===== config.mk =====
export PLATFORM = sky130hd
export DESIGN_NAME = read_return
export DESIGN_NICKNAME = d
export VERILOG_FILES = /design/src/batrider_pkg.sv /design/src/read_return.sv
export SDC_FILE = /design/constraint.sdc
export NUM_CORES = 1
export LEC_CHECK = 0
export ABC_CLOCK_PERIOD_IN_PS = 1200
export BUFFER_PORTS_ARGS = -buffer_cell sky130_fd_sc_hd__buf_4
export CORE_AREA = 2 2 66 68
export DETAILED_ROUTE_END_ITERATION = 10
export DIE_AREA = 0 0 68 70
export HOLD_SLACK_MARGIN = 0.05
export PLACE_DENSITY_LB_ADDON = 0.1
export SYNTH_ARGS = -nofsm -noshare
export SYNTH_HDL_FRONTEND = slang
export SYNTH_SLANG_ARGS = --single-unit
export TNS_END_PERCENT = 10

===== constraint.sdc =====
create_clock -name CLK96 -period 1.2 [get_ports CLK96]
set_input_delay 0.24 -clock CLK96 [delete_from_list [all_inputs] [get_ports CLK96]]
set_output_delay 0.24 -clock CLK96 [all_outputs]
set_load 0.01 [all_outputs]

===== src/batrider_pkg.sv =====
// batrider main bus
// memory map and shared types
package batrider_pkg;

    localparam int ADDR_W        = 23;  // word address, A23 down to A1
    localparam int DATA_W        = 16;
    localparam int RAM_AW        = 14;  // 16k words per RAM region
    localparam int NUM_RAM_BANKS = 2;   // index 0 is video RAM

    // region bases as 24-bit byte addresses
    localparam logic [ADDR_W:0] VRAM_BASE = 24'h200000;  // 32k bytes
    localparam logic [ADDR_W:0] WRAM_BASE = 24'h208000;  // 32k bytes
    localparam logic [ADDR_W:0] GCU_BASE  = 24'h400000;  // 16 bytes of ports
    localparam logic [ADDR_W:0] IO_BASE   = 24'h500000;  // 256 bytes

    // I/O byte offsets inside the 0x500000 page
    localparam logic [7:0] IO_IN        = 8'h00;  // player 1 and 2
    localparam logic [7:0] IO_SYS_DSW   = 8'h02;  // coins, start, DIP C
    localparam logic [7:0] IO_DSW       = 8'h04;  // DIP A and B
    localparam logic [7:0] IO_VSTATUS   = 8'h06;
    localparam logic [7:0] IO_LATCH3    = 8'h08;  // from the sound CPU
    localparam logic [7:0] IO_LATCH4    = 8'h0A;
    localparam logic [7:0] IO_SNDLATCH  = 8'h20;  // to the sound CPU
    localparam logic [7:0] IO_SNDLATCH2 = 8'h22;
    localparam logic [7:0] IO_OBJBANK   = 8'hC0;  // eight slots up to 0xCE

    typedef enum logic [2:0] {
        REGION_NONE,
        REGION_VRAM,
        REGION_WRAM,
        REGION_GCU,
        REGION_IO
    } region_t;

    typedef enum logic [2:0] {
        GCU_NONE,
        GCU_WRITE_REG,
        GCU_SELECT_REG,
        GCU_WRITE_RAM,
        GCU_READ_RAM_H,
        GCU_READ_RAM_L,
        GCU_SET_RAM_PTR,
        GCU_OBJBANK_WR
    } gcu_op_t;

    typedef struct packed {
        logic              valid;
        logic              read;   // high for a read cycle
        logic [ADDR_W-1:0] addr;
        logic              uds;    // upper byte lane strobe
        logic              lds;
        logic [DATA_W-1:0] wdata;
    } bus_req_t;

    typedef struct packed {
        logic              ack;    // one cycle pulse
        logic [DATA_W-1:0] rdata;
    } bus_rsp_t;

    typedef struct packed {
        region_t                             region;
        logic                                first;     // first cycle of a request
        logic                                gcu_wait;  // ends on the GCU handshake
        bus_req_t                            req;
        logic [NUM_RAM_BANKS-1:0][1:0]       we;        // {upper, lower} per bank
    } dec_t;

    typedef struct packed {
        logic [9:0] joy1;
        logic [9:0] joy2;
        logic [1:0] start;
        logic [1:0] coin;
        logic       service;
        logic       test;
        logic [7:0] dsw_a;
        logic [7:0] dsw_b;
        logic [7:0] dsw_c;
    } cab_in_t;

    typedef struct packed {
        logic       hsync;
        logic       vsync;
        logic       fblank;
        logic [8:0] vcount;
    } video_in_t;

    // which decoded region each RAM bank answers to
    function automatic region_t bank_region(int bank);
        return (bank == 0) ? REGION_VRAM : REGION_WRAM;
    endfunction

endpackage

===== src/read_return.sv =====
// read data return and bus ack
`timescale 1ns/10ps

module read_return (
    input  logic                                                   CLK96,
    input  logic                                                   RESET96,
    input  batrider_pkg::dec_t                                     dec,
    input  logic [batrider_pkg::NUM_RAM_BANKS-1:0][batrider_pkg::DATA_W-1:0] bank_rdata,
    input  logic [batrider_pkg::DATA_W-1:0]                        io_rdata,
    input  logic                                                   gcu_done,
    input  logic [batrider_pkg::DATA_W-1:0]                        gcu_rdata,
    output batrider_pkg::bus_rsp_t                                 rsp
);

    logic                            fixed_pend;  // waits one cycle for RAM data
    logic [batrider_pkg::DATA_W-1:0] rdata_sel;

    always_comb begin
        rdata_sel = '0;
        case (dec.region)
            batrider_pkg::REGION_GCU: rdata_sel = gcu_rdata;
            batrider_pkg::REGION_IO:  rdata_sel = io_rdata;
            default: begin
                for (int b = 0; b < batrider_pkg::NUM_RAM_BANKS; b++)
                    if (dec.region == batrider_pkg::bank_region(b))
                        rdata_sel = bank_rdata[b];
            end
        endcase
    end

    always_ff @(posedge CLK96 or posedge RESET96) begin
        if (RESET96) begin
            fixed_pend <= 1'b0;
            rsp        <= '0;
        end else begin
            fixed_pend <= dec.first && !dec.gcu_wait;
            rsp.ack    <= fixed_pend || gcu_done;
            if (fixed_pend || gcu_done)
                rsp.rdata <= rdata_sel;  // held until the next access
        end
    end

    // relies on the master dropping valid after each ack
    ack_pulse_a: assert property (@(posedge CLK96) disable iff (RESET96)
        rsp.ack |=> !rsp.ack);

endmodule


==> results.py <==
metrics = {
    "run_status": {
        "status": "completed",
    },
    "yosys": {
        "yosysWarningCount": 0,
        "synth_area_um2": 1210,
        "yosys.cell_count.top_type": "nand3b_1",
        "yosysTopAreaCell": "dfrtp_1",
        "yosysUniqueCellTypes": 19,
        "avgSynthCellArea_um2": 9.98,
        "synth_edf_count": 0,
        "ys_seq_area_share_pct": 37.3,
        "synth_fp_nets": 240,
        "synthTopCellsByCount": "nand3b_1, dfrtp_1, a21oi_1, a221o_1, o22a_1",
        "postSynthCellCount": 121,
        "synth_top_area_share_pct": 37.3,
        "synth.area.top_cells": "dfrtp_1, nand3b_1, a221o_1",
        "ys.flop_type": "dfrtp_1",
        "postSynth.asyncResetShare_pct": 100,
        "ys_seq_elements": 18,
    },
    "cts": {
        "htreeDepth": 1,
        "insertion_delay_ns": 0.25,
        "clockRootBuffer": "clkbuf_8",
        "cts_num_sinks": 18,
        "cts_tree": "done",
        "cts.clk_slew.worst_paths_ns": 0.07,
        "cts_buffer_depth": 2,
        "cts_buffers": 3,
    },
    "final_layout": {
        "utilization_pct": 49.7,
        "nNetsFinal": 335,
        "syn2layout_area_growth_pct": 70.7,
        "register_area_um2": 450,
        "drive_above_1_share_pct": 52.1,
        "fillers": 404,
        "n_antenna_cell": 0,
        "multi_input_area_um2": 676,
        "stdcell_count": 267,
    },
    "power_and_ir_drop": {
        "p_per_area_nw_per_um2": 898,
        "power.leakage_nw": 0.971,
        "ir_worst_vdd_mv": 0.419,
    },
    "floorplan": {
        "fp.dieW_um": 68,
        "fp-row-count": 24,
        "io_pins": 136,
        "initial_core_util_pct": 29.1,
        "die-area_um2": 4760,
        "fp.coreArea_um2": 4140,
        "fp.dieH_um": 70,
    },
    "route": {
        "vias": 1374,
        "wl_per_cell_um": 15.4,
        "drc_errors": 0,
        "drtPass1Iterations": 4,
        "viasPerCell": 5.15,
        "first_iter_violations": 70,
        "ant_nets": 0,
        "wirelength_um": 4120,
    },
    "timing": {
        "fin_ws_ns": 0.0761,
        "maxSlewHeadroom_pct": 82.2,
        "setup_viol_count_final": 0,
        "fmaxAchievable_mhz": 890,
        "fin_crit_ns": 1.12,
        "clock_skew_ns": 0.00277,
        "report.final.slew_viol_count": 0,
        "rsz0062_at_grt": "false",
        "tightest_slew_ns": 0.264,
        "hold_violations": 0,
        "timing.final.crit_share_pct": 93.7,
        "hold_slack_ns": 0.125,
    },
    "critical_path": {
        "rr_worst_depth": 4,
        "crit_start": "fixed_pend$_DFF_PP0_",
        "cp_max_fo": 5,
        "crit_type": "flip-flop to flip-flop",
        "crit_end": "rsp[4]$_DFFE_PP0P_",
        "cp.arrival_ns": 1.27,
        "r2r_start": "fixed_pend$_DFF_PP0_",
        "start_kind": "flip-flop",
        "regToRegSetupSlack_ns": 0.08,
        "r2r-end": "rsp[4]$_DFFE_PP0P_",
        "cp.required_ns": 1.35,
        "end_kind": "flip-flop",
    },
    "worst_hold_path": {
        "min_path_cells": 2,
        "hold_path_class": "input port to flip-flop",
    },
    "global_routing": {
        "grt_max_degree": 30,
        "grt_pass1_vias": 1490,
        "grt_usage_pct": 18.2,
        "grt_overflow": 0,
        "antenna_found_initial": 0,
        "grt_pass1_wl_um": 6780,
    },
    "placement": {
        "dp.cells": 261,
        "place.gp.congestion": 0.730,
        "dp_hpwl_um": 3270,
        "place_ws_ns": -0.445,
        "port_buffers": 88,
    },
    "run": {
        "maxCapViolCount": 0,
    },
}
-- metal layers --
layer	GRT usage (%)	vias to the layer above	share of wire, %
li1	-	664	-
met4	4.00	0	1.2
met5	0	-	0
met3	4.03	8	9.4
met1	21.5	633	37
met2	32.8	69	52
-- logic make-up after synthesis --
logic type      count (synthesis)  synth area share, %
buf+inv                        17                 7.67
mux                             1                0.933
compound gates                 47                 30.6
flops                          18                 37.3
simple gates                   38                 23.5
-- power by group --
group	total (mW)	switching, mW	leakage (nW)	internal, mW
logic	0.627	0.241	0.724	0.386
clock network	0.506	0.215	0.0288	0.292
registers	0.716	0.0406	0.219	0.675
total	1.85	0.496	0.971	1.35
-- what timing repair did --
action | 4_1_cts | 5_1_grt
setup endpoints to repair | 15 | 16
pin swaps | 0 | 2
setup buffers | 0 | 1
endpoints found under the hold margin | 18 | 0
resized for setup | 1 | 3
hold buffers | 1 | 0
-- final cells by class --
| class | count | area share, % |
|---|---|---|
| Inverter | 2 | 0.364 |
| Sequential cell | 18 | 21.9 |
| Timing Repair Buffer | 105 | 39.2 |
| Tap cell | 52 | 3.16 |
| Clock buffer | 4 | 2.67 |
| Multi-Input combinational cell | 86 | 32.8 |
-- state kept, by name, summed over array words and instances, names as in the netlist --
| name | count |
|---|---|
| fixed_pend | 1 |
| rsp | 17 |
-- worst max-delay path, cell delays in order (launching register included) --
cell	delay, ns
dfrtp_1	0.37
nor2_4	0.06
buf_4	0.15
a221o_1	0.27
o22a_1	0.16
-- metrics by stage --
step	power, mW	TNS, ns	cell area [µm²]
after floorplan	0.987	-1.49	1220
after global placement	1.33	-5.64	1960
after detailed placement	1.35	-6.32	1960
after CTS	1.86	0	2030
after global routing	1.96	0	2060
final	1.85	0	2060
-- worst min-delay path by stage --
stage	slack, ns	from	end
2_1_floorplan	0.18	RESET96	fixed_pend$_DFF_PP0_
3_3_place_gp	0.28	RESET96	fixed_pend$_DFF_PP0_
3_5_place_dp	0.29	RESET96	fixed_pend$_DFF_PP0_
4_1_cts	0.13	dec[47]	fixed_pend$_DFF_PP0_
5_1_grt	0.13	dec[47]	fixed_pend$_DFF_PP0_
6_report	0.12	dec[47]	fixed_pend$_DFF_PP0_
-- layout by cell type (no fill, tap or decap) --
cell type / Yosys / layout
a21oi_1: 15 / 15
a221o_1: 15 / 15
a31oi_1: 2 / 2
and3b_1: 1 / 1
buf_12: 0 / 1
buf_4: 1 / 102
buf_6: 3 / 1
clkbuf_8: 0 / 4
dfrtp_1: 18 / 18
dlygate4sd3_1: 0 / 1
inv_1: 1 / 1
inv_2: 0 / 1
mux2_2: 1 / 1
nand3b_1: 31 / 31
nor2_1: 2 / 2
nor2_4: 0 / 1
nor2b_1: 1 / 1
nor3b_4: 0 / 1
nor4bb_1: 1 / 1
o22a_1: 15 / 15
No activity file was read; power rests on OpenSTA's default activity.
