==> src/batrider_pkg.sv <==
// batrider main bus
// memory map and shared types
package batrider_pkg;

    localparam int ADDR_W        = 23;  // word address, A23 down to A1
    localparam int DATA_W        = 16;
    localparam int RAM_AW        = 14;  // 16k words per RAM region
    localparam int NUM_RAM_BANKS = 2;   // index 0 is video RAM

    // region bases as 24-bit byte addresses
    localparam logic [ADDR_W:0] VRAM_BASE = 24'h200000;  // 32k bytes
    localparam logic [ADDR_W:0] WRAM_BASE = 24'h208000;  // 32k bytes
    localparam logic [ADDR_W:0] GCU_BASE  = 24'h400000;  // 16 bytes of ports
    localparam logic [ADDR_W:0] IO_BASE   = 24'h500000;  // 256 bytes

    // I/O byte offsets inside the 0x500000 page
    localparam logic [7:0] IO_IN        = 8'h00;  // player 1 and 2
    localparam logic [7:0] IO_SYS_DSW   = 8'h02;  // coins, start, DIP C
    localparam logic [7:0] IO_DSW       = 8'h04;  // DIP A and B
    localparam logic [7:0] IO_VSTATUS   = 8'h06;
    localparam logic [7:0] IO_LATCH3    = 8'h08;  // from the sound CPU
    localparam logic [7:0] IO_LATCH4    = 8'h0A;
    localparam logic [7:0] IO_SNDLATCH  = 8'h20;  // to the sound CPU
    localparam logic [7:0] IO_SNDLATCH2 = 8'h22;
    localparam logic [7:0] IO_OBJBANK   = 8'hC0;  // eight slots up to 0xCE

    typedef enum logic [2:0] {
        REGION_NONE,
        REGION_VRAM,
        REGION_WRAM,
        REGION_GCU,
        REGION_IO
    } region_t;

    typedef enum logic [2:0] {
        GCU_NONE,
        GCU_WRITE_REG,
        GCU_SELECT_REG,
        GCU_WRITE_RAM,
        GCU_READ_RAM_H,
        GCU_READ_RAM_L,
        GCU_SET_RAM_PTR,
        GCU_OBJBANK_WR
    } gcu_op_t;

    typedef struct packed {
        logic              valid;
        logic              read;   // high for a read cycle
        logic [ADDR_W-1:0] addr;
        logic              uds;    // upper byte lane strobe
        logic              lds;
        logic [DATA_W-1:0] wdata;
    } bus_req_t;

    typedef struct packed {
        logic              ack;    // one cycle pulse
        logic [DATA_W-1:0] rdata;
    } bus_rsp_t;

    typedef struct packed {
        region_t                             region;
        logic                                first;     // first cycle of a request
        logic                                gcu_wait;  // ends on the GCU handshake
        bus_req_t                            req;
        logic [NUM_RAM_BANKS-1:0][1:0]       we;        // {upper, lower} per bank
    } dec_t;

    typedef struct packed {
        logic [9:0] joy1;
        logic [9:0] joy2;
        logic [1:0] start;
        logic [1:0] coin;
        logic       service;
        logic       test;
        logic [7:0] dsw_a;
        logic [7:0] dsw_b;
        logic [7:0] dsw_c;
    } cab_in_t;

    typedef struct packed {
        logic       hsync;
        logic       vsync;
        logic       fblank;
        logic [8:0] vcount;
    } video_in_t;

    // which decoded region each RAM bank answers to
    function automatic region_t bank_region(int bank);
        return (bank == 0) ? REGION_VRAM : REGION_WRAM;
    endfunction

endpackage
==> src/bus_decoder.sv <==
// main bus address decoder
`timescale 1ns/10ps

module bus_decoder (
    input  logic                   CLK96,
    input  logic                   RESET96,
    input  batrider_pkg::bus_req_t req,
    output batrider_pkg::dec_t     dec
);

    batrider_pkg::bus_req_t                      req_q;
    logic                                        first_q;
    logic [batrider_pkg::ADDR_W:0]               byte_addr;
    batrider_pkg::region_t                       region;
    logic                                        objbank_wr;
    logic [batrider_pkg::NUM_RAM_BANKS-1:0][1:0] we;
    logic [batrider_pkg::NUM_RAM_BANKS-1:0]      bank_we_any;

    always_ff @(posedge CLK96 or posedge RESET96) begin
        if (RESET96) begin
            req_q   <= '0;
            first_q <= 1'b0;
        end else begin
            req_q   <= req;
            first_q <= req.valid && !req_q.valid;  // rising edge of valid only
        end
    end

    assign byte_addr = {req_q.addr, 1'b0};  // easier to match the memory map

    always_comb begin
        region = batrider_pkg::REGION_NONE;
        if (!req_q.valid)
            region = batrider_pkg::REGION_NONE;
        else if (byte_addr[batrider_pkg::ADDR_W:15] == batrider_pkg::VRAM_BASE[23:15])
            region = batrider_pkg::REGION_VRAM;
        else if (byte_addr[batrider_pkg::ADDR_W:15] == batrider_pkg::WRAM_BASE[23:15])
            region = batrider_pkg::REGION_WRAM;
        else if (byte_addr[batrider_pkg::ADDR_W:4] == batrider_pkg::GCU_BASE[23:4])
            region = batrider_pkg::REGION_GCU;
        else if (byte_addr[batrider_pkg::ADDR_W:8] == batrider_pkg::IO_BASE[23:8])
            region = batrider_pkg::REGION_IO;
    end

    // object bank slot write also goes through the GCU
    assign objbank_wr = (region == batrider_pkg::REGION_IO) && !req_q.read &&
                        (byte_addr[7:4] == batrider_pkg::IO_OBJBANK[7:4]);

    always_comb begin
        for (int b = 0; b < batrider_pkg::NUM_RAM_BANKS; b++) begin
            we[b] = 2'b00;
            if (first_q && !req_q.read && region == batrider_pkg::bank_region(b))
                we[b] = {req_q.uds, req_q.lds};
            bank_we_any[b] = |we[b];
        end
    end

    always_comb begin
        dec.region   = region;
        dec.first    = first_q;
        dec.gcu_wait = (region == batrider_pkg::REGION_GCU) || objbank_wr;
        dec.req      = req_q;
        dec.we       = we;
    end

    // bank regions in the package must never overlap
    bank_we_onehot_a: assert property (@(posedge CLK96) disable iff (RESET96)
        $onehot0(bank_we_any));

endmodule

==> config.mk <==
export PLATFORM = sky130hd
export DESIGN_NAME = bus_decoder
export DESIGN_NICKNAME = d
export VERILOG_FILES = /design/src/batrider_pkg.sv /design/src/bus_decoder.sv
export SDC_FILE = /design/constraint.sdc
export NUM_CORES = 1
export LEC_CHECK = 0
export BUFFER_PORTS_ARGS = -buffer_cell sky130_fd_sc_hd__buf_2
export CAP_MARGIN = 20
export CORE_ASPECT_RATIO = 1.1
export CORE_MARGIN = 1.5
export CORE_UTILIZATION = 35
export CTS_CLUSTER_DIAMETER = 30
export DETAILED_ROUTE_END_ITERATION = 6
export PLACE_DENSITY = 0.8
export SLEW_MARGIN = 20
export SYNTH_ARGS = -nofsm -noshare
export SYNTH_HDL_FRONTEND = slang
export SYNTH_SLANG_ARGS = --single-unit
==> constraint.sdc <==
create_clock -name CLK96 -period 1.6 [get_ports CLK96]
set_input_delay 0 -clock CLK96 [delete_from_list [all_inputs] [get_ports CLK96]]
set_output_delay 0 -clock CLK96 [all_outputs]
set_load 0.05 [all_outputs]
==> out/summary.log <==
qor: run_status.run_status finished, violations left
qor: run_status.violated_checks setup timing
qor: placement.globalplace.congestion 0.719
qor: timing.period_minus_ws_final 2.41 ns
qor: clock_network.ctsHtreeMaxLevel 2
qor: worst_setup_path.critical_path.max_fanout 3
qor: global_routing.gr-total-overflow 0
qor: placement.hpwlAfterDp 2.46 mm
qor: worst_setup_path.r2r_setup_slack 0.89 ns
qor: synth.synth.net_count 120
qor: cells_and_area.layout.filler_cells 204
qor: clock_network.cts_buffers 5
qor: worst_setup_path.critical_path_required 1.60 ns
qor: floorplan.die_w 60.9 um
qor: worst_setup_path.timing.critical_path.arrival 2.41 ns
qor: floorplan.initial_utilization 37.5%
qor: placement.placedInstanceArea 0.00194 sq mm
qor: synth.yosys-top-cells-area sky130_fd_sc_hd__dfrtp_1, sky130_fd_sc_hd__nor2_1, sky130_fd_sc_hd__or4_1
qor: cells_and_area.fin_nets 277
qor: floorplan.fp.dieH 66.7 um
qor: worst_setup_path.crit_path_end_kind output pin
qor: pwr.cellLeakagePower 1.28 nW
qor: floorplan.count_of_pins_on_the_block_boundary 97
qor: clock_network.cts_root_buffer sky130_fd_sc_hd__clkbuf_4
qor: route.antenna_left 0
qor: clock_network.clk-insertion-delay-late 0.35 ns
qor: timing.setup_tns -5.43 ns
qor: clock_network.cts_num_sinks 44
qor: pwr.report.power.total 2.31 mW
qor: timing.max_freq 0.416 GHz
qor: timing.timing.slew.headroom 70.1%
qor: route.firstDrtPassIters 4
qor: timing.grt_setup_unrepaired yes
qor: synth.synth_cell_type_count 21
qor: timing.timing.clock.skew 0.00000155 ns
qor: worst_setup_path.rr_endpoint first_q
qor: cells_and_area.antennaDiodeCount 0
qor: synth.synth_top_cell_area_share 85.3%
qor: floorplan.dieArea 0.00406 sq mm
qor: global_routing.grt_util_all_layers 23.6%
qor: cells_and_area.layout.cell_area.non_filler 0.00260 sq mm
qor: cells_and_area.layout-area-overhead-vs-synth 102%
qor: synth.netlist.top_cell.by_area sky130_fd_sc_hd__dfrtp_1
qor: route.detailroute.via_count 1,289
qor: synth.post_synth_inst_count 75
qor: cells_and_area.share_of_final_layout_standard_cells_stronger_than_drive_strength_1 56.5%
qor: worst_setup_path.worstSetupPathType reg -> out
qor: timing.setup_viol 8
qor: route.post_route_drc 0
qor: route.detailedRoute.firstIterationViolations 132
qor: global_routing.grt_first_pass_wirelength 6.56 mm
qor: worst_setup_path.reg2reg_from dec[46]
qor: timing.fin_ws -0.807 ns
qor: timing.period_share 150%
qor: worst_setup_path.crit_path_start_kind flop
qor: run.drv_cap 0
qor: cells_and_area.finalCoreUtilization 75.6%
qor: route.drt-total-wl 4.67 mm
qor: hold_path.hold_path_class in -> async
qor: timing.tightestPinTransition 0.444 ns
qor: clock_network.clk_transition_reported_paths 0.12 ns
qor: clock_network.tritoncts yes
qor: timing.final_hold_viol_count 0
qor: placement.io_buffer_count 96
qor: floorplan.floorplan.core_area 0.00344 sq mm
qor: synth.synth_seq_area_share 85.3%
qor: timing.slew_violations 0
qor: pwr.irDropWorstVdd 0.000693 V
qor: route.drt-vias-per-instance 4.60
qor: pwr.power_per_cell_area 889 mW/mm^2
qor: synth.synthesis.yosys.warnings 0
qor: worst_setup_path.worstRegToRegCells 2
qor: synth.syn_avg_cell_area 17.2 sq um
qor: route.wl_per_cell 16.7 um
qor: synth.mappedNetlistArea 0.00129 sq mm
qor: global_routing.grt_start_max_net_pins 25
qor: global_routing.grt_antenna_before_repair 0
qor: clock_network.max-clock-path-buffers 2
qor: floorplan.rows 22
qor: global_routing.first_global_vias 1,394
qor: synth.yosys_register_bits 44
-- power by group --
part / internal, mW / switching [mW]
Sequential: 1.17 / 0.0282
Combinational: 0.166 / 0.307
Clock: 0.322 / 0.322
Total: 1.66 / 0.657
-- registers in the layout, indices dropped and copies added (netlist names) --
name	count
dec	43
first_q	1
-- what timing repair did --
action | in CTS | in global routing
pin swaps | 4 | 3
endpoints found under the hold margin | 88 | 0
gates resized for setup | 24 | 9
hold buffers | 44 | 0
setup endpoints to repair | 8 | 8
buffers inserted | 2 | 1
-- Yosys cell counts --
cell type,instances
sky130_fd_sc_hd__and2_1,1
sky130_fd_sc_hd__and4b_1,1
sky130_fd_sc_hd__buf_4,1
sky130_fd_sc_hd__dfrtp_1,44
sky130_fd_sc_hd__inv_1,2
sky130_fd_sc_hd__nand2_1,2
sky130_fd_sc_hd__nand2b_1,1
sky130_fd_sc_hd__nand3_1,2
sky130_fd_sc_hd__nand3b_1,1
sky130_fd_sc_hd__nor2_1,7
sky130_fd_sc_hd__nor2b_1,1
sky130_fd_sc_hd__nor3_1,2
sky130_fd_sc_hd__nor3b_1,1
sky130_fd_sc_hd__nor4_1,1
sky130_fd_sc_hd__nor4b_1,1
sky130_fd_sc_hd__o2111a_1,1
sky130_fd_sc_hd__o21bai_1,1
sky130_fd_sc_hd__o21bai_2,1
sky130_fd_sc_hd__or3_1,1
sky130_fd_sc_hd__or3_4,1
sky130_fd_sc_hd__or4_1,2
-- cells in the final DEF, fill, tap and decap left out, drive strengths merged --
cell / Yosys / layout
and2: 1 / 1
and4b: 1 / 1
buf: 1 / 107
bufinv: 0 / 1
clkbuf: 0 / 6
clkinv: 0 / 1
dfrtp: 44 / 44
dlygate4sd3: 0 / 44
inv: 2 / 1
nand2: 2 / 2
nand2b: 1 / 1
nand3: 2 / 2
nand3b: 1 / 1
nor2: 7 / 7
nor2b: 1 / 1
nor3: 2 / 2
nor3b: 1 / 1
nor4: 1 / 1
nor4b: 1 / 1
o2111a: 1 / 1
o21bai: 2 / 2
or3: 2 / 2
or4: 2 / 2
-- worst max-delay path, cell delays in order (launching register included) --
cell                       delay, ns
sky130_fd_sc_hd__dfrtp_2        0.42
sky130_fd_sc_hd__or4_4          0.54
sky130_fd_sc_hd__or3_4          0.36
sky130_fd_sc_hd__or3_4          0.40
sky130_fd_sc_hd__o21bai_4       0.18
sky130_fd_sc_hd__buf_8          0.16
-- through the flow --
step / setup WS [ns] / hold WS (ns) / instances
after detailed placement: -0.501 / 0.0431 / 226
after CTS: -0.782 / 0.199 / 279
after global routing: -0.849 / 0.247 / 280
after global placement: -0.483 / 0.0409 / 226
final: -0.807 / 0.208 / 280
after floorplan: -0.516 / 0.0314 / 75
-- metal layers --
| layer | GRT usage (%) | vias to the layer above | part of all wire [%] |
|---|---|---|---|
| met2 | 43.5 | 86 | 55 |
| met3 | 7.18 | 13 | 8.6 |
| met1 | 22.7 | 629 | 33 |
| met4 | 12.5 | 0 | 2.7 |
| li1 | - | 561 | - |
| met5 | 0 | - | 0 |
-- cells by family after synthesis --
| kind of cell | after synthesis | share of synthesized area, % |
|---|---|---|
| flip-flops | 44 | 85.3 |
| AND/OR/NAND/NOR | 25 | 11.2 |
| buffers and inverters | 3 | 1.16 |
| AO/OA/AOI/OAI | 3 | 2.33 |
-- worst max-delay path by stage --
stage | startpoint | endpoint | slack (ns) | cells after the start
final | dec[44] | dec[49] | -0.81 | 5
after global routing | dec[44] | dec[49] | -0.85 | 5
after CTS | dec[44] | dec[49] | -0.78 | 5
after detailed placement | dec[44] | dec[49] | -0.50 | 5
after global placement | dec[44] | dec[49] | -0.48 | 5
after floorplan | dec[44] | dec[49] | -0.52 | 4
-- area by class of cell --
type | instances | area [sq um] | area share (%)
sequential | 44 | 1100 | 42.5
timing repair buffer | 151 | 1080 | 41.6
multi-input combinational | 28 | 275 | 10.6
tap | 48 | 60.1 | 2.31
clock buffer | 6 | 41.3 | 1.59
clock inverter | 1 | 30.0 | 1.15
inverter | 2 | 7.51 | 0.288
Power figures use the tool's default switching activity.
