[src/batrider_pkg.sv]
// batrider main bus
// memory map and shared types
package batrider_pkg;

    localparam int ADDR_W        = 23;  // word address, A23 down to A1
    localparam int DATA_W        = 16;
    localparam int RAM_AW        = 14;  // 16k words per RAM region
    localparam int NUM_RAM_BANKS = 2;   // index 0 is video RAM

    // region bases as 24-bit byte addresses
    localparam logic [ADDR_W:0] VRAM_BASE = 24'h200000;  // 32k bytes
    localparam logic [ADDR_W:0] WRAM_BASE = 24'h208000;  // 32k bytes
    localparam logic [ADDR_W:0] GCU_BASE  = 24'h400000;  // 16 bytes of ports
    localparam logic [ADDR_W:0] IO_BASE   = 24'h500000;  // 256 bytes

    // I/O byte offsets inside the 0x500000 page
    localparam logic [7:0] IO_IN        = 8'h00;  // player 1 and 2
    localparam logic [7:0] IO_SYS_DSW   = 8'h02;  // coins, start, DIP C
    localparam logic [7:0] IO_DSW       = 8'h04;  // DIP A and B
    localparam logic [7:0] IO_VSTATUS   = 8'h06;
    localparam logic [7:0] IO_LATCH3    = 8'h08;  // from the sound CPU
    localparam logic [7:0] IO_LATCH4    = 8'h0A;
    localparam logic [7:0] IO_SNDLATCH  = 8'h20;  // to the sound CPU
    localparam logic [7:0] IO_SNDLATCH2 = 8'h22;
    localparam logic [7:0] IO_OBJBANK   = 8'hC0;  // eight slots up to 0xCE

    typedef enum logic [2:0] {
        REGION_NONE,
        REGION_VRAM,
        REGION_WRAM,
        REGION_GCU,
        REGION_IO
    } region_t;

    typedef enum logic [2:0] {
        GCU_NONE,
        GCU_WRITE_REG,
        GCU_SELECT_REG,
        GCU_WRITE_RAM,
        GCU_READ_RAM_H,
        GCU_READ_RAM_L,
        GCU_SET_RAM_PTR,
        GCU_OBJBANK_WR
    } gcu_op_t;

    typedef struct packed {
        logic              valid;
        logic              read;   // high for a read cycle
        logic [ADDR_W-1:0] addr;
        logic              uds;    // upper byte lane strobe
        logic              lds;
        logic [DATA_W-1:0] wdata;
    } bus_req_t;

    typedef struct packed {
        logic              ack;    // one cycle pulse
        logic [DATA_W-1:0] rdata;
    } bus_rsp_t;

    typedef struct packed {
        region_t                             region;
        logic                                first;     // first cycle of a request
        logic                                gcu_wait;  // ends on the GCU handshake
        bus_req_t                            req;
        logic [NUM_RAM_BANKS-1:0][1:0]       we;        // {upper, lower} per bank
    } dec_t;

    typedef struct packed {
        logic [9:0] joy1;
        logic [9:0] joy2;
        logic [1:0] start;
        logic [1:0] coin;
        logic       service;
        logic       test;
        logic [7:0] dsw_a;
        logic [7:0] dsw_b;
        logic [7:0] dsw_c;
    } cab_in_t;

    typedef struct packed {
        logic       hsync;
        logic       vsync;
        logic       fblank;
        logic [8:0] vcount;
    } video_in_t;

    // which decoded region each RAM bank answers to
    function automatic region_t bank_region(int bank);
        return (bank == 0) ? REGION_VRAM : REGION_WRAM;
    endfunction

endpackage
[src/io_ports.sv]
// I/O ports, sound latches and GCU strobes
`timescale 1ns/10ps

module io_ports (
    input  logic                            CLK96,
    input  logic                            RESET96,
    input  batrider_pkg::dec_t              dec,
    input  batrider_pkg::cab_in_t           cab,
    input  batrider_pkg::video_in_t         vid,
    input  logic [7:0]                      latch3,
    input  logic [7:0]                      latch4,
    input  logic                            gcu_ack,
    output logic [7:0]                      sndlatch,
    output logic [7:0]                      sndlatch2,
    output batrider_pkg::gcu_op_t           gcu_op,
    output logic [2:0]                      objbank_slot,
    output logic [batrider_pkg::DATA_W-1:0] io_rdata,
    output logic                            gcu_done
);

    logic [7:0]            io_off;
    logic [3:0]            gcu_off;
    logic [7:0]            p1_ctrl;
    logic [7:0]            p2_ctrl;
    logic [15:0]           sys_word;
    logic [15:0]           vid_status;
    batrider_pkg::gcu_op_t new_op;
    logic                  io_wr;

    assign io_off  = {dec.req.addr[6:0], 1'b0};
    assign gcu_off = {dec.req.addr[2:0], 1'b0};
    assign io_wr   = dec.first && !dec.req.read && dec.region == batrider_pkg::REGION_IO;

    // cabinet inputs arrive active low
    assign p1_ctrl = {1'b0, ~cab.joy1[6:4],
                      ~cab.joy1[0], ~cab.joy1[1], ~cab.joy1[2], ~cab.joy1[3]};
    assign p2_ctrl = {1'b0, ~cab.joy2[6:4],
                      ~cab.joy2[0], ~cab.joy2[1], ~cab.joy2[2], ~cab.joy2[3]};
    assign sys_word = {cab.dsw_c, 1'b0, ~cab.start[1], ~cab.start[0],
                       ~cab.coin[1], ~cab.coin[0], ~cab.test, 1'b0, ~cab.service};

    // sync bits read back low while active, line count saturates at 0xFF
    assign vid_status = {vid.hsync, vid.vsync, 5'h1F, vid.fblank,
                         vid.vcount[8] ? 8'hFF : vid.vcount[7:0]};

    always_comb begin
        case (io_off)
            batrider_pkg::IO_IN:      io_rdata = {p2_ctrl, p1_ctrl};
            batrider_pkg::IO_SYS_DSW: io_rdata = sys_word;
            batrider_pkg::IO_DSW:     io_rdata = {cab.dsw_b, cab.dsw_a};
            batrider_pkg::IO_VSTATUS: io_rdata = vid_status;
            batrider_pkg::IO_LATCH3:  io_rdata = {8'h00, latch3};
            batrider_pkg::IO_LATCH4:  io_rdata = {8'h00, latch4};
            default:                  io_rdata = '0;
        endcase
    end

    // GCU port offset to command
    always_comb begin
        new_op = batrider_pkg::GCU_NONE;
        if (dec.req.read) begin
            case (gcu_off)
                4'h8:    new_op = batrider_pkg::GCU_READ_RAM_H;
                4'hA:    new_op = batrider_pkg::GCU_READ_RAM_L;
                default: new_op = batrider_pkg::GCU_NONE;
            endcase
        end else begin
            case (gcu_off)
                4'h0:       new_op = batrider_pkg::GCU_WRITE_REG;
                4'h4:       new_op = batrider_pkg::GCU_SELECT_REG;
                4'h8, 4'hA: new_op = batrider_pkg::GCU_WRITE_RAM;
                4'hC:       new_op = batrider_pkg::GCU_SET_RAM_PTR;
                default:    new_op = batrider_pkg::GCU_NONE;
            endcase
        end
    end

    always_ff @(posedge CLK96 or posedge RESET96) begin
        if (RESET96) begin
            sndlatch     <= 8'h00;
            sndlatch2    <= 8'h00;
            objbank_slot <= 3'd0;
            gcu_op       <= batrider_pkg::GCU_NONE;
            gcu_done     <= 1'b0;
        end else begin
            gcu_done <= 1'b0;
            if (gcu_op != batrider_pkg::GCU_NONE && gcu_ack) begin
                gcu_op   <= batrider_pkg::GCU_NONE;  // handshake done
                gcu_done <= 1'b1;
            end
            if (io_wr && dec.gcu_wait) begin
                objbank_slot <= dec.req.addr[2:0];  // offset bits 3..1
                gcu_op       <= batrider_pkg::GCU_OBJBANK_WR;
            end else if (io_wr && io_off == batrider_pkg::IO_SNDLATCH) begin
                sndlatch <= dec.req.wdata[7:0];
            end else if (io_wr && io_off == batrider_pkg::IO_SNDLATCH2) begin
                sndlatch2 <= dec.req.wdata[7:0];
            end else if (dec.first && dec.region == batrider_pkg::REGION_GCU) begin
                if (new_op == batrider_pkg::GCU_NONE)
                    gcu_done <= 1'b1;  // unused port, finish at once
                else
                    gcu_op <= new_op;
            end
        end
    end

    // master stays held, so a pending command cannot be replaced
    gcu_hold_a: assert property (@(posedge CLK96) disable iff (RESET96)
        (gcu_op != batrider_pkg::GCU_NONE && !gcu_ack) |=> gcu_op == $past(gcu_op));

endmodule

[config.mk]
export PLATFORM = sky130hd
export DESIGN_NAME = io_ports
export DESIGN_NICKNAME = d
export VERILOG_FILES = /design/src/batrider_pkg.sv /design/src/io_ports.sv
export SDC_FILE = /design/constraint.sdc
export NUM_CORES = 1
export LEC_CHECK = 0
export ABC_AREA = 1
export CORE_AREA = 4 4 64 66
export CTS_CLUSTER_SIZE = 40
export DETAILED_ROUTE_END_ITERATION = 8
export DIE_AREA = 0 0 68 70
export DONT_BUFFER_PORTS = 1
export PLACE_DENSITY = 0.77
export SETUP_SLACK_MARGIN = 0.15
export SYNTH_ARGS = -nofsm -noshare
export SYNTH_HDL_FRONTEND = slang
export SYNTH_SLANG_ARGS = --single-unit
[constraint.sdc]
create_clock -name CLK96 -period 1.4 [get_ports CLK96]
set_clock_uncertainty 0.1 [all_clocks]
set_input_delay 0.21 -clock CLK96 [delete_from_list [all_inputs] [get_ports CLK96]]
set_output_delay 0.21 -clock CLK96 [all_outputs]
set_load 0.01 [all_outputs]
==> metrics.md <==
| Metric | Value |
|---|---|
| Status | completed |
| Hold Vio Cnt, Final | 0 |
| Post-Route WL | 6.16 mm |
| Clock sinks | 23 |
| TritonCTS clock tree | built |
| Slew Limit Fails | 0 |
| Net Count, Synth | 442 |
| Overflow after GRT | 0 |
| Hold Path Sink | gcu_op[2]$_DFF_PP0_ |
| Buf/Inv on CP | 1 |
| Slowest stage delay, CP | 330 ps |
| FMAX | 777 MHz |
| Synth area leaders | dfrtp_1 (28%), nand2_1 (17%), nand3_1 (8.3%) |
| #FFs+latches synth | 23 |
| Avg WL per Cell | 16.0 um |
| M1 WL | 2.24 mm |
| Site row count | 22 |
| Max-cap violation count | 0 |
| Crit path max-delay family | simple AND/OR/NAND/NOR gates |
| Combinational share of power | 24.5% |
| VDD IR max | 0.289 mV |
| DR vias/cell | 5.49 |
| CP Launch Type | input pin |
| Setup TNS | 0 ps |
| Clk slew on worst S/H paths | 110 ps |
| CP arrival | 980 ps |
| Post-synthesis async set-or-reset flop share | 100% |
| Crit-path max FO | 8 |
| Antenna-violating nets left | 0 |
| FF-to-FF setup slack | 340 ps |
| Reg2Reg Capture Point | gcu_op[0]$_DFF_PP0_ |
| Die area | 4760 um^2 |
| Total track usage | 24.0% |
| Buffers added on ports | 0 |
| First-pass GRT wire length | 9.14 mm |
| Core outline area | 3580 um^2 |
| Fraction of layout cells with a size suffix above 1 | 32.4% |
| LEAKAGE | 1.45 nW |
| Final period utilization | 92.0% |
| Switch share | 30.7% |
| Top routing layer in use | met4 |
| Post-synth top flop | dfrtp_1 |
| Slowest-stage cell, CP | nor3_4 |
| Slew Limit Headroom | 71.6% |
| Crit end category | primary output |
| Post-Synthesis Cells | 309 |
| DRT iter0 DRCs | 91 |
| Vias in the first global route | 2042 |
| Root Driver | clkbuf_4 |
| Reg2reg start | gcu_op[0]$_DFF_PP0_ |
| CTS Buffer Depth | 2 |
| CTS HTree Levels | 1 |
| Req. time, crit path | 1090 ps |
| Vias | 2107 |
| NetSw | 0.425 mW |
| Final-stage net count | 470 |
| Avg Cell Area, Syn | 6.61 um^2 |
| Count leader, synth | nand2_1 |
| Pwr dens | 500 nW/um^2 |
| Initial Util | 57.1% |
| Die W | 68 um |
| Min Tclk post-route | 1290 ps |
| Die span in y | 70 um |
| TritonCTS buffer count | 3 |
| Cell area after synthesis | 2040 um^2 |
| Leading area contributor after synthesis | dfrtp_1 |
| Antenna diodes | 0 |
| Routed wl met2 | 3.28 mm |
| Post-synthesis sequential area ratio | 28.2% |
| Final Setup Violations | 0 |
| Yosys warns | 0 |
| RePlAce Congestion | 0.835 |
| Synthesis-to-layout area growth | 35.3% |
| Synth cell count leaders | nand2_1 (95), inv_1 (43), nor2_1 (36) |
| Post-synth EDFFs | 0 |
| Pin count of the biggest net entering global routing | 24 |
| Worst skew pair latency | 300 ps |
| Fin Hold WS | 19.3 ps |
| Flop pwr share | 54.3% |
| Hold path startpoint | dec[51] |
| Least-Margin Pin Slew | 425 ps |
| Clk pwr share | 21.1% |
| Worst Hold Class | in2reg |
| Iteration count of the initial detailed-routing pass | 4 |
| RSZ-0062 raised after global routing | yes |
| Routed length on met3 | 571 um |
| Hpwl dp | 4.28 mm |
| Initial antenna violation count | 0 |
| Share of the synthesized area in the top cell type | 28.2% |
| Top-Level Pins | 172 |
| Hold Crit Depth | 3 |
| CP Cell Sequence | clkinvlp_4, nand2_8, nor3_4, nand2_1, nand4_1 |
| Synth cell types | 28 |
| Pint | 0.958 mW |
| # DRC | 0 |
| Worst r2r path cells | 7 |
| Critical path type | in2out |
==> layer usage <==
| metal | GRT usage (%) | up-vias |
|---|---|---|
| met5 | 0 | - |
| met4 | 5.96 | 0 |
| met3 | 4.02 | 8 |
| met2 | 42.2 | 97 |
| met1 | 29.6 | 975 |
| li1 | - | 1027 |
==> worst reg2reg max path, stage by stage, from the launching register on <==
cell and delay, ps:
dfrtp_1 450, nor2_1 120, nand2_1 50, nand2_1 80, nand2_1 60, inv_1 60, nand2_1 50, nand2_1 50
==> how the worst max path moves through the flow <==
stage             from          end  slack, ps  depth (start not counted)
3_3_place_gp   dec[28]  io_rdata[1]         30                          8
4_1_cts        dec[24]  io_rdata[8]        110                          5
5_1_grt        dec[24]  io_rdata[8]         30                          5
2_1_floorplan  dec[22]  io_rdata[3]        110                          9
3_5_place_dp   dec[28]  io_rdata[4]         10                          8
6_report       dec[24]  io_rdata[8]        110                          5
==> power by group through the flow <==
stage | Clock [mW] | Sequential (mW) | Combinational, mW
global route | 0.333 | 0.757 | 0.374
detailed placement | 0 | 0.764 | 0.223
global placement | 0 | 0.763 | 0.218
floorplan | 0 | 0.756 | 0.215
CTS | 0.307 | 0.751 | 0.285
finish | 0.292 | 0.751 | 0.339
==> per-stage QoR <==
stage | utilization (%) | instances | power, mW | setup slack [ps] | instance area (um^2)
after floorplan | - | 309 | 0.971 | 112 | 2090
after global placement | 59.0 | 353 | 0.981 | 34.0 | 2110
after detailed placement | 59.0 | 353 | 0.987 | 14.3 | 2110
after CTS | 68.4 | 374 | 1.34 | 114 | 2450
after global routing | 77.2 | 384 | 1.46 | 30.1 | 2760
final | 77.2 | 384 | 1.38 | 112 | 2760
==> sequential cells by signal, indices dropped and copies added (netlist names) <==
register      cells
sndlatch2         8
sndlatch          8
gcu_op            3
objbank_slot      3
gcu_done          1
==> timing repair <==
item / 4_1_cts / 5_1_grt
resized for setup: 41 / 50
buffers inserted: 5 / 9
setup endpoints to repair: 16 / 16
pin swaps: 16 / 36
hold buffers: 12 / 1
endpoints found under the hold margin: 42 / 1
==> kinds of logic (layout without fill, tap and decap cells) <==
| logic type | count (synthesis) | count (layout) | synth area share (%) |
|---|---|---|---|
| flops | 23 | 23 | 28.2 |
| simple gates | 208 | 208 | 51.4 |
| compound gates | 22 | 22 | 7.78 |
| buf+inv | 56 | 83 | 12.6 |
==> cell type report <==
| cell class | instances | area, um^2 |
|---|---|---|
| inverter | 46 | 273 |
| clock inverter | 1 | 5.00 |
| multi-input combinational | 230 | 1480 |
| clock buffer | 3 | 22.5 |
| tap | 48 | 60.1 |
| fill | 245 | 815 |
| sequential | 23 | 576 |
| timing repair buffer | 33 | 353 |
==> layout by cell type, fill, tap and decap left out, types with 3 or more instances in the layout <==
cell type	instances
dlygate4sd3_1	13
nand3_4	3
inv_1	38
nand3b_1	6
nor2_1	24
clkbuf_4	3
dfrtp_1	23
o211ai_1	6
o21ai_0	4
o21ai_2	9
buf_4	11
nand2_4	5
nand3_2	18
nand2_1	85
nand3_1	14
buf_6	4
nand4_1	10
a21oi_1	3
nor2_4	11
nand2_2	8
nand2_8	4
clkinv_16	3
buf_12	4
nor2_2	12
No activity file was read; power rests on OpenSTA's default activity.
